===== src/hw/datapath_config.svh =====
`ifndef DATAPATH_CONFIG_SVH
`define DATAPATH_CONFIG_SVH

// Width of the bus and of every datapath register
`define DATA_WIDTH 32

// General purpose registers R0 to R15
`define REG_COUNT 16

// Word-addressed RAM, only the low MAR bits reach it
`define MEM_DEPTH 512
`define ADDR_WIDTH 9

`endif


===== src/hw/datapath_pkg.sv =====
`include "datapath_config.svh"

package datapath_pkg;

	localparam int OPCODE_WIDTH = 5;
	localparam int IDX_WIDTH = $clog2(`REG_COUNT);
	// Constant field fills what is left after opcode, ra and rb
	localparam int C_WIDTH = `DATA_WIDTH - OPCODE_WIDTH - 2 * IDX_WIDTH;

	typedef enum logic [3:0] {
		opAdd   = 4'd0,
		opSub   = 4'd1,
		opAnd   = 4'd2,
		opOr    = 4'd3,
		opShl   = 4'd4,
		opShr   = 4'd5,
		opNeg   = 4'd6,
		opNot   = 4'd7,
		// Bus operand plus one, used for the PC
		opIncPc = 4'd8,
		opMul   = 4'd9,
		opPassB = 4'd10
	} aluOpT;

	typedef logic [IDX_WIDTH-1:0] regIdxT;

	// Three-register format
	typedef struct packed {
		logic [OPCODE_WIDTH-1:0] opcode;
		regIdxT ra;
		regIdxT rb;
		regIdxT rc;
		logic [C_WIDTH-IDX_WIDTH-1:0] unused;
	} instrRegT;

	// Register plus signed constant format, as used by ld
	typedef struct packed {
		logic [OPCODE_WIDTH-1:0] opcode;
		regIdxT ra;
		regIdxT rb;
		logic signed [C_WIDTH-1:0] c;
	} instrImmT;

	typedef union packed {
		instrRegT regForm;
		instrImmT immForm;
	} instrT;

endpackage


===== src/hw/alu.sv =====
`timescale 1ns/1ns
`include "datapath_config.svh"

module alu (
	input  datapath_pkg::aluOpT      aluOp,
	input  logic [`DATA_WIDTH-1:0]   operandA,
	input  logic [`DATA_WIDTH-1:0]   operandB,
	output logic [2*`DATA_WIDTH-1:0] result
);

	localparam int SHIFT_BITS = $clog2(`DATA_WIDTH);

	logic [`DATA_WIDTH-1:0] word;
	logic signed [2*`DATA_WIDTH-1:0] product;
	logic [SHIFT_BITS-1:0] shiftAmt;

	// Both operands signed, so they widen by sign before the multiply
	assign product = $signed(operandA) * $signed(operandB);

	assign shiftAmt = operandB[SHIFT_BITS-1:0];

	always_comb begin
		case (aluOp)
			datapath_pkg::opAdd: begin
				word = operandA + operandB;
			end
			datapath_pkg::opSub: begin
				word = operandA - operandB;
			end
			datapath_pkg::opAnd: begin
				word = operandA & operandB;
			end
			datapath_pkg::opOr: begin
				word = operandA | operandB;
			end
			// Y is shifted, bus gives the count
			datapath_pkg::opShl: begin
				word = operandA << shiftAmt;
			end
			datapath_pkg::opShr: begin
				word = operandA >> shiftAmt;
			end
			datapath_pkg::opNeg: begin
				word = -operandB;
			end
			datapath_pkg::opNot: begin
				word = ~operandB;
			end
			datapath_pkg::opIncPc: begin
				word = operandB + 1'b1;
			end
			datapath_pkg::opPassB: begin
				word = operandB;
			end
			default: begin
				word = '0;
			end
		endcase
	end

	// Only the multiply fills Z high with real bits
	always_comb begin
		if (aluOp == datapath_pkg::opMul) begin
			result = product;
		end else begin
			result = {{`DATA_WIDTH{word[`DATA_WIDTH-1]}}, word};
		end
	end

endmodule


===== config.mk =====
export PLATFORM = sky130hd
export DESIGN_NAME = alu
export DESIGN_NICKNAME = d
export VERILOG_FILES = /design/src/hw/datapath_pkg.sv /design/src/hw/alu.sv
export VERILOG_INCLUDE_DIRS = /design/src /design/src/hw
export SDC_FILE = /design/constraint.sdc
export NUM_CORES = 2
export LEC_CHECK = 0
export ABC_AREA = 0
export BUFFER_PORTS_ARGS = -buffer_cell sky130_fd_sc_hd__buf_2
export CORE_MARGIN = 2
export CORE_UTILIZATION = 40
export DETAILED_ROUTE_END_ITERATION = 12
export GPL_ROUTABILITY_DRIVEN = 0
export MAX_ROUTING_LAYER = met4
export SLEW_MARGIN = 25
export SYNTH_ARGS = -nofsm -noshare
export SYNTH_HDL_FRONTEND = slang
export SYNTH_SLANG_ARGS = --single-unit

===== constraint.sdc =====
create_clock -name vclk -period 9.5
set_input_delay 0.475 -clock vclk [all_inputs]
set_output_delay 0.475 -clock vclk [all_outputs]
set_load 0.01 [all_outputs]

Word-level counts from Yosys, hierarchy flattened. Index checks and enable logic that the tools add are counted.

Register bits after elaboration: 0. Input port bits: 68. Output and inout bits: 64. Logic and storage cells: 23.

Add/subtract/negate cells: 4. $mul: 1. Eq/ne operators: 10. Shift-type cells: 2. Muxes and demuxes: 2. Bitwise gates (word level): 3. Reductions and logical operators: 1.

Operators with widths (number): $pmux W32 S10 (1); $mul A32 B32 Y64 (1); $mux W64 (1); $add A32 B1 Y32 const B (1); $add A32 B32 Y32 (1); $and A32 B32 Y32 (1); $neg A32 Y32 (1); $not A32 Y32 (1); $or A32 B32 Y32 (1); $shl A32 B5 Y32 (1); $shr A32 B5 Y32 (1); $sub A32 B32 Y32 (1); $eq A4 B3 Y1 const B (4); $eq A4 B4 Y1 const B (3); $eq A4 B2 Y1 const B (2); $eq A4 B1 Y1 const B (1); $logic_not A4 Y1 (1).

Logic depth before layout (Yosys ltp).
Depth after elaboration: 3. Depth in mapped cells: 31. Mapped depth without buffers: 26.

Worst setup path after synthesis. No wires, ideal clock.

Kind: input to output. From: in operandB[2]. To: out result[58]. Data arrival time: 9.079 ns. Required time: 9.025 ns. Setup slack: -0.054 ns. Stages on the path: 29. Path buffers: 5. Path through: clkbuf_1 -> clkbuf_1 -> buf_1 -> clkbuf_1 -> clkbuf_1 -> nand2_1 -> inv_1 -> fa_1 -> fa_1 -> fa_1 -> fa_1 -> inv_1 -> fa_1 -> inv_1 -> fa_1 -> inv_1 -> fa_1 -> inv_1 -> fa_1 -> ha_1 -> and3_1 -> and2_1 -> and3_1 -> and4_1 -> o21ai_1 -> nand2_1 -> o41a_1 -> or4_1 -> nand4_1.

Cells in the longest elaborated chain, start to end: 3. Elaborated cells between the ends (all ways): 9. Classes of those cells: add/sub (4); mul (1); shift (2); mux (2).

Ends and longest elaborated chain: start, declared (line alu.sv:7) `` input logic [`DATA_WIDTH-1:0] operandB, ``; branches (longest 2 deep; another with $mul A32 B32 Y64); $mux W64 (*) (line alu.sv:63) `if (aluOp == datapath_pkg::opMul) begin`; end, declared (line alu.sv:8) `` output logic [2*`DATA_WIDTH-1:0] result ``.

Mark *: on every way between the ends.

Worst setup path in the final report.
From: in operandB[18]. To: out result[58].

Cells in the longest elaborated chain, start to end: 3. Elaborated cells between the ends (all ways): 7. Classes of those cells: add/sub (4); mul (1); mux (2).

Ends and longest elaborated chain (line): branches (longest 2 deep; another with $mul A32 B32 Y64); $mux W64 (*) (alu.sv:63).

Marks and branches as above.

==> impl_metrics.ini <==
[sta]
max_freq_mhz = 109
tightest_slew_ns = 1.23
relSlewSlack_pct = 17.7
finalSetupViolations = 0
hold_viol = 0
grt_setup_unrepaired = no
period_share_pct = 96.3
drv_slew = 0
fin_crit_ns = 9.15
final.setup.tns_ns = 0

[worst_setup_path]
slowest_delay_ns = 0.69
crit_top_cell = fa_1
crit_slowest_cell = buf_2
cp-start-kind = primary input
cp-startpoint = operandB[18]
critPathKind = primary input to output port
arrival_ns = 8.68
cp-end-kind = output port
critPathMaxFanout = 29
required_ns = 9.03

[place]
portBuffers = 132
dp_hpwl_mm = 123

[drt]
ant_nets = 0
via_per_inst = 5.53
via_count = 36704
wl_mm = 150
drt_first_pass_iters = 6
drt-wirelength-per-cell_um = 22.5
route.detailed.drc = 0
drtIter0Drc = 3249

[global_route]
use_met2_pct = 42.5
grt_pass1_wl_mm = 237
antenna_found_initial = 6
grt_max_degree = 67
gr-usage-met1_pct = 37.6
use_met3_pct = 4.79
grt_use_total_pct = 28.0
grt_busiest_layer = met2
grt_pass1_vias = 38649
grt_overflow_total = 0

[synth]
netlist_instances = 5202
avgSynthCellArea_um2 = 8.57
synth-seq-area-share_pct = 0
synth.distinct_cells = 75
yosys_warnings = 0
syn-num-nets = 6600
synth_area_mm2 = 0.0446

[layout]
final_cell_mix = 1,083 x fa_1, 986 x inv_1, 587 x nand2_1, 509 x and2_1, 246 x ha_1
drive_above_1_share_pct = 6.50
area_delta_synth_final_pct = 5.64
nets = 6540
regArea_um2 = 0
layout_commonest_cell = fa_1
nClkBuffers = 0
design.seq.count = 0
nFillCells = 11180

[die]
dieWidth_um = 338
die_y_um = 338
core-area_mm2 = 0.111
ioPinCount = 132
initial_utilization_pct = 40.3
die_area_mm2 = 0.114
rows = 122

[worst_hold_path]
hold_depth = 4
min-delay-start = aluOp[1]
hold_path_class = primary input to output port
min_to = result[2]

[flow_run]
max_cap_violations = 0

[run_status]
status = finished, final reports clean
==> how the worst max path moves through the flow <==
stage                            end  slack (ns)  cells after the start
final                     result[58]        0.35                     25
after global routing      result[63]       0.001                     23
after CTS                 result[63]        0.12                     25
after detailed placement  result[63]        0.18                     25
after global placement    result[63]        0.18                     25
after floorplan           result[58]        0.07                     29
==> layout make-up <==
class	count	area (um^2)	area share [%]
antenna	7	17.5	0.0372
tap	1488	1860	3.95
inverter	991	3720	7.91
multi-input combinational	3862	39600	84.1
timing repair buffer	287	1900	4.03
==> logic make-up after synthesis <==
kind of cell             count (synthesis)  synth area share, %
adder cells (fa/ha/maj)               1330                 55.6
AND/OR/NAND/NOR                       1568                 17.5
buffers and inverters                 1340                 11.3
multiplexers                           102                 2.61
XOR/XNOR                               116                 2.28
AO/OA/AOI/OAI                          746                 10.7
==> timing repair <==
action / CTS / global route
resized for setup: 0 / 23
hold buffers: 0 / 0
setup endpoints to repair: 0 / 9
setup buffers: 0 / 0
==> worst max-delay path, delay by kind of cell <==
family                   cells  cell delay, ns
buffers and inverters        6            1.21
AO/OA/AOI/OAI                5            1.87
AND/OR/NAND/NOR              5            0.96
adder cells (fa/ha/maj)      9            4.10
==> synthesized netlist by cell type, types with 25 or more instances <==
| cell | count | share of area, % |
|---|---|---|
| nor2b_1 | 72 | 1.0 |
| o211ai_1 | 37 | 0.62 |
| inv_1 | 987 | 8.3 |
| nor2_1 | 216 | 1.8 |
| mux2i_1 | 87 | 2.0 |
| nand3_1 | 25 | 0.28 |
| a211oi_1 | 31 | 0.52 |
| a21o_1 | 75 | 1.3 |
| fa_1 | 1084 | 49 |
| nand2b_1 | 46 | 0.65 |
| clkbuf_1 | 316 | 2.7 |
| a21oi_1 | 185 | 2.1 |
| ha_1 | 246 | 6.9 |
| and2_1 | 509 | 7.1 |
| o21ai_0 | 184 | 2.1 |
| nand2_1 | 587 | 4.9 |
| xor2_1 | 52 | 1.0 |
| nor3_1 | 30 | 0.34 |
| xnor2_1 | 64 | 1.3 |
==> through the flow <==
step                hold WS (ns)  setup slack [ns]  utilization (%)  instance area (um^2)  instances
floorplan                   1.24            0.0679                -                 44600       5202
global placement            1.64             0.182             42.5                 47000       6628
detailed placement          1.64             0.183             42.5                 47000       6628
CTS                         1.64             0.120             42.5                 47000       6628
global route                1.67           0.00128             42.5                 47100       6633
finish                      1.66             0.348             42.5                 47100       6635
==> per-layer routing <==
metal | vias to the layer above | wire [um]
met5 | - | 0
met4 | 0 | 7210
met3 | 356 | 14000
met2 | 1761 | 67100
met1 | 18725 | 61300
li1 | 15862 | -
