<file path="src/hw/datapath_config.svh">
`ifndef DATAPATH_CONFIG_SVH
`define DATAPATH_CONFIG_SVH

// Width of the bus and of every datapath register
`define DATA_WIDTH 32

// General purpose registers R0 to R15
`define REG_COUNT 16

// Word-addressed RAM, only the low MAR bits reach it
`define MEM_DEPTH 512
`define ADDR_WIDTH 9

`endif

</file>
<file path="src/hw/datapath_pkg.sv">
`include "datapath_config.svh"

package datapath_pkg;

	localparam int OPCODE_WIDTH = 5;
	localparam int IDX_WIDTH = $clog2(`REG_COUNT);
	// Constant field fills what is left after opcode, ra and rb
	localparam int C_WIDTH = `DATA_WIDTH - OPCODE_WIDTH - 2 * IDX_WIDTH;

	typedef enum logic [3:0] {
		opAdd   = 4'd0,
		opSub   = 4'd1,
		opAnd   = 4'd2,
		opOr    = 4'd3,
		opShl   = 4'd4,
		opShr   = 4'd5,
		opNeg   = 4'd6,
		opNot   = 4'd7,
		// Bus operand plus one, used for the PC
		opIncPc = 4'd8,
		opMul   = 4'd9,
		opPassB = 4'd10
	} aluOpT;

	typedef logic [IDX_WIDTH-1:0] regIdxT;

	// Three-register format
	typedef struct packed {
		logic [OPCODE_WIDTH-1:0] opcode;
		regIdxT ra;
		regIdxT rb;
		regIdxT rc;
		logic [C_WIDTH-IDX_WIDTH-1:0] unused;
	} instrRegT;

	// Register plus signed constant format, as used by ld
	typedef struct packed {
		logic [OPCODE_WIDTH-1:0] opcode;
		regIdxT ra;
		regIdxT rb;
		logic signed [C_WIDTH-1:0] c;
	} instrImmT;

	typedef union packed {
		instrRegT regForm;
		instrImmT immForm;
	} instrT;

endpackage

</file>
<file path="src/hw/regFile.sv">
`timescale 1ns/1ns
`include "datapath_config.svh"

module regFile (
	input  logic                   clk,
	input  logic                   rstN,
	input  datapath_pkg::instrT    instrWord,
	input  logic                   gra,
	input  logic                   grb,
	input  logic                   grc,
	input  logic                   rIn,
	input  logic                   rOut,
	input  logic                   baOut,
	input  logic [`DATA_WIDTH-1:0] busIn,
	output logic [`DATA_WIDTH-1:0] regValue
);

	logic [`DATA_WIDTH-1:0] regs [`REG_COUNT];
	datapath_pkg::regIdxT regIdx;
	logic baseZero;

	// Field select from the IR, only one of gra, grb, grc is raised per step
	always_comb begin
		if (gra) begin
			regIdx = instrWord.regForm.ra;
		end else if (grb) begin
			regIdx = instrWord.regForm.rb;
		end else if (grc) begin
			regIdx = instrWord.regForm.rc;
		end else begin
			regIdx = '0;
		end
	end

	// Base address read of R0 gives zero for register-indirect addressing
	assign baseZero = baOut && (regIdx == '0);

	always_comb begin
		if ((rOut || baOut) && !baseZero) begin
			regValue = regs[regIdx];
		end else begin
			regValue = '0;
		end
	end

	always_ff @(posedge clk or negedge rstN) begin
		if (!rstN) begin
			for (int i = 0; i < `REG_COUNT; i++) begin
				regs[i] <= '0;
			end
		end else if (rIn) begin
			regs[regIdx] <= busIn;
		end
	end

endmodule

</file>
<file path="config.mk">
export PLATFORM = sky130hd
export DESIGN_NAME = regFile
export DESIGN_NICKNAME = d
export VERILOG_FILES = /design/src/hw/datapath_pkg.sv /design/src/hw/regFile.sv
export VERILOG_INCLUDE_DIRS = /design/src /design/src/hw
export SDC_FILE = /design/constraint.sdc
export NUM_CORES = 1
export LEC_CHECK = 0
export BUFFER_PORTS_ARGS = -buffer_cell sky130_fd_sc_hd__buf_2
export CORE_UTILIZATION = 40
export CTS_CLUSTER_DIAMETER = 40
export CTS_CLUSTER_SIZE = 25
export DETAILED_ROUTE_END_ITERATION = 8
export REMOVE_ABC_BUFFERS = 1
export SKIP_CTS_REPAIR_TIMING = 1
export SYNTH_ARGS = -nofsm -noshare
export SYNTH_HDL_FRONTEND = slang
export SYNTH_SLANG_ARGS = --single-unit
</file>
<file path="constraint.sdc">
create_clock -name clk -period 3.55 [get_ports clk]
set_clock_uncertainty 0.2 [all_clocks]
set_input_delay 0.71 -clock clk [delete_from_list [all_inputs] [get_ports clk]]
set_output_delay 0.71 -clock clk [all_outputs]
set_load 0.01 [all_outputs]
</file>
After elaboration in Yosys (flattened, before gate mapping)
Cells that the tools add are included.
Widths: inputs -> output; s select.
{"block": "classes", "n_lt_le_gt_ge": 2, "n_mux": 10, "bitwise_logic": 1, "n_reduce_logical": 6}
{"op": "$bwmux 512", "n": 1}
{"op": "$bmux 32 s4", "n": 1}
{"op": "$demux 32 s4", "n": 1}
{"op": "$mux 32", "n": 4}
{"op": "$mux 4", "n": 3}
{"op": "$ge 5x5->1 const B", "n": 1}
{"op": "$lt 5x1->1 const B", "n": 1}
{"op": "$not 4->5", "n": 1}
{"op": "$logic_not 4->1", "n": 1}
{"op": "$logic_and 1x1->1", "n": 3}
{"op": "$logic_not 1->1", "n": 1}
{"op": "$logic_or 1x1->1", "n": 1}
{"block": "word_totals", "register_bits": 512, "input_bits": 72, "wordCells": 35}

Depth between registers and ports, before layout
{"block": "depth", "word_depth": 9, "ltp_mapped": 10, "mapped_depth_nobuf": 6}

Least setup slack after synthesis
OpenSTA, ideal clock, no wires.
{"block": "synth_timing", "path_kind": "input to output", "from": "in gra", "to": "out regValue[0]", "arrival_ns": 2.258, "t_required_ns": 2.640, "slack_ns": 0.382, "cell_stages": 10, "path_buffers": 4, "path_cell_list": "buf_4 > a21oi_1 > o21ai_1 > o21a_1 > buf_4 > buf_4 > buf_4 > mux2i_1 > a221oi_1 > and4_1"}
{"block": "synth_between", "elab_chain_cells": 6, "word_cells_on_any_way": 10, "classes_between": "5 x mux; 1 x bitwise; 4 x reduce/logical"}
{"item": "start: declaration", "line_no": "regFile.sv:8", "rtl": "input logic gra,"}
{"item": "$mux 4 (*)", "line_no": "regFile.sv:24", "rtl": "if (gra) begin"}
{"item": "$not 4->5 (not written as such) / $logic_not 4->1 (equally long branches)", "line_no": "regFile.sv:40, regFile.sv:36"}
{"item": "$bmux 32 s4 / $logic_and 1x1->1 (equally long branches)", "line_no": "regFile.sv:40, regFile.sv:36"}
{"item": "$mux 32 (not written as such) / $logic_not 1->1 (equally long branches)", "line_no": "regFile.sv:40, regFile.sv:39"}
{"item": "$mux 32 (not written as such) / $logic_and 1x1->1 (equally long branches)", "line_no": "regFile.sv:40, regFile.sv:39"}
{"item": "$mux 32 (*)", "line_no": "regFile.sv:39", "rtl": "if ((rOut || baOut) && !baseZero) begin"}
{"item": "end: declaration", "line_no": "regFile.sv:15", "rtl": "output logic [`DATA_WIDTH-1:0] regValue"}
Every way passes the cells marked *; elsewhere a longest branch is shown, timed or not. The select of a mux whose other input is x is not followed.

Final worst setup path
{"block": "layout_timing", "from": "in grb", "to": "out regValue[24]"}
{"block": "layout_between", "elab_chain_cells": 7, "word_cells_on_any_way": 11, "classes_between": "6 x mux; 1 x bitwise; 4 x reduce/logical"}
{"item": "start: declaration", "line_no": "regFile.sv:9", "rtl": "input logic grb,"}
{"item": "$mux 4 (*)", "line_no": "regFile.sv:26", "rtl": "end else if (grb) begin"}
{"item": "$mux 4 (*)", "line_no": "regFile.sv:24"}
{"item": "$not 4->5 (not written as such) / $logic_not 4->1 (equally long branches)", "line_no": "regFile.sv:40, regFile.sv:36"}
{"item": "$bmux 32 s4 / $logic_and 1x1->1 (equally long branches)", "line_no": "regFile.sv:40, regFile.sv:36"}
{"item": "$mux 32 (not written as such) / $logic_not 1->1 (equally long branches)", "line_no": "regFile.sv:40, regFile.sv:39"}
{"item": "$mux 32 (not written as such) / $logic_and 1x1->1 (equally long branches)", "line_no": "regFile.sv:40, regFile.sv:39"}
{"item": "$mux 32 (*)", "line_no": "regFile.sv:39"}
Marked as above.

==> impl_metrics.tcl <==
set metrics [dict create \
    status "finished, violations left" \
    violations "DRC" \
    crit_type "in2out" \
    postPlaceCellArea_sq_um 26350 \
    power_w 0.02097 \
    register_area_sq_um 12810 \
    place_congestion 0.7826 \
    dr.pass1.iters 7 \
    powerDensity_nw_per_um2 704.5 \
    slew_violations 0 \
    fin_cells 3020 \
    drc 20 \
    fin_ws_ns 0.03715 \
    antenna_found_initial 5 \
    rsz0062_at_grt "yes" \
    grt_first_pass_wirelength_mm 101.8 \
    die_h_um 246.8 \
    fillCellCount 5080 \
    period_share_pct 98.95 \
    synthSimpleGateAreaFrac_pct 12.77 \
    core_sq_um 59130 \
    vias 16603 \
    worst_pin_slew_ns 0.6779 \
    multiInputGateArea_sq_um 10780 \
    ys_ff_latch 512 \
    clkSlewWorstSetupHoldPaths_ns 0.05 \
    syn_inst 2050 \
    viasPerCell 5.498 \
    cts_root_buffer "clkbuf_16" \
    numCtsBuffers 76 \
    syn_avg_cell_area_sq_um 11.69 \
    cts.htree.levels 3 \
    syn_to_final_growth_pct 24.21 \
    tns_ns 0 \
    start_util_pct 40.53 \
    placementRows 89 \
    yosys.area.top_type_share_pct 53.46 \
    ant_nets 0 \
    syn_area_sq_um 23970 \
    finalHoldViolCount 0 \
    max_freq_ghz 0.2847 \
    synth_xor_area_share_pct 0 \
    cts.sinks 512 \
    ys_types 28 \
    synthMuxAreaShare_pct 26.65 \
    slew_headroom_pct 54.80 \
    yosys_warnings 0 \
    num-nets-final 2257 \
    largestRegisters "regs x512" \
    cts_tree "built" \
    dieArea_sq_um 60900 \
    setup_viol 0 \
    path_max_fanout 14 \
    hpwl_mm 38.96 \
    die_w_um 246.8 \
    clk_latency_ns 0.59 \
    wl_per_cell_um 22.00 \
    largest_register "regs" \
    io_pins 104 \
    synthAdderAreaFrac_pct 0 \
    start_kind "primary input" \
    p_leak_nw 13.39 \
    synth_compound_area_share_pct 3.712 \
    ir_drop_uv 321.2 \
    synth.area.top_cells "dfrtp_1 (53%), mux2_2 (24%), nand2_1 (6.1%), and3_1 (4.9%), mux2i_1 (2.6%)" \
    grt_pass1_vias 17184 \
    largest_reg_flops 512 \
    synth_top_family_by_area "multiplexers" \
    portBuffers 83 \
    dp_cells 2862 \
    gr-total-overflow 0 \
    yosys.area.top_type "dfrtp_1" \
    layout-drive-gt1-share_pct 41.90 \
    hold_class "reg2reg" \
    post-route-cell-area_sq_um 29770 \
    rr_worst_depth 1 \
    grt.total_usage_pct 21.84 \
    drt-initial-drc-count 1011 \
    wl_mm 66.43 \
    drv_cap 0 \
    cts_buffer_depth 3 \
    whs_path_depth 1 \
    ys_seq_area_share_pct 53.46 \
    post-route-min-period_ns 3.513 \
    grt_start_max_net_pins 82 \
    post-place-ws_ns -0.05334 \
    end_kind "output port" \
    cp.required_ns 2.64 \
    cp.arrival_ns 2.60 \
]
-- path summary, 6_finish.rpt --
path | startpoint | to | slack, ns
worst min-delay path | regs[72]$_DFFE_PN0P_ | regs[72]$_DFFE_PN0P_ | 0.30
worst max-delay path | grb | regValue[24] | 0.04
worst max register to register | regs[89]$_DFFE_PN0P_ | regs[89]$_DFFE_PN0P_ | 2.55
worst min register to register | regs[72]$_DFFE_PN0P_ | regs[72]$_DFFE_PN0P_ | 0.30
min in group asynchronous | rstN | regs[226]$_DFFE_PN0P_ | 0.52
max in group asynchronous | rstN | regs[305]$_DFFE_PN0P_ | 1.66
-- critical path, cell delays in order --
cell,delay (ns)
buf_6,0.11
nand3b_1,0.19
a22oi_2,0.18
buf_6,0.16
buf_6,0.11
clkbuf_16,0.14
nor2_4,0.07
buf_12,0.17
a221oi_2,0.26
buf_4,0.15
and4_1,0.19
buf_2,0.14
-- power by group --
part	internal (W)	leakage [nW]	switching (W)
Clock	0.00487	1.30	0.00289
Combinational	0.00251	5.81	0.00186
Sequential	0.00784	6.28	0.000998
Total	0.0152	13.4	0.00575
-- cells in the mapped netlist --
library cell	instances
a22o_1	3
and4_1	31
o21ai_2	1
o21a_1	1
o21ai_1	1
nand2_1	391
inv_1	4
a41o_1	1
or2_1	2
nand3b_1	3
nand3_1	6
nor2_1	23
mux2_1	7
a22oi_2	1
clkbuf_1	78
buf_4	8
a311o_1	1
a221oi_1	31
a21oi_1	4
buf_2	83
mux2_2	505
o21ai_0	94
dfrtp_1	512
a22oi_1	3
and3_1	187
mux2i_1	62
buf_6	3
a31oi_1	4
-- per-layer routing --
layer	part of all wire (%)	global-route usage [%]
met1	44	29.30
met2	48	35.95
met3	5.6	3.875
met4	2.2	6.609
met5	0.066	0
-- metrics by stage --
stage / hold slack (ns) / utilization [%]
after floorplan: 0.2144 / -
after global placement: 0.2728 / 44.56
after detailed placement: 0.2853 / 44.56
after CTS: -0.07623 / 49.11
after global routing: 0.3143 / 50.34
final: 0.2954 / 50.34
-- cell usage in the layout, fill, tap and decap left out, drive strengths merged --
master / instances
a21oi: 4
a221oi: 31
a22o: 3
a22oi: 4
a311o: 1
a31oi: 4
a41o: 1
and3: 187
and4: 31
buf: 217
bufinv: 8
clkbuf: 100
clkinv: 20
clkinvlp: 9
dfrtp: 512
diode: 1
dlygate4sd3: 1
inv: 17
mux2: 512
mux2i: 62
nand2: 391
nand3: 6
nand3b: 3
nor2: 23
o21a: 1
o21ai: 96
or2: 2
-- area by class of cell --
| class | instances | area share (%) |
|---|---|---|
| diodes | 1 | 0.008407 |
| multi-input cells | 1362 | 36.22 |
| clock buffers | 89 | 6.998 |
| clock inverters | 50 | 2.051 |
| inverters | 4 | 0.05044 |
| flip-flops and latches | 512 | 43.04 |
| well taps | 773 | 3.249 |
| repair buffers | 229 | 8.377 |
-- logic make-up (layout without fill, tap and decap cells) --
kind of cell,after synthesis,after routing
simple gates,643,643
mux,574,574
flops,512,512
buf+inv,176,372
compound gates,145,145
other cells,0,1
Power figures use the tool's default switching activity.
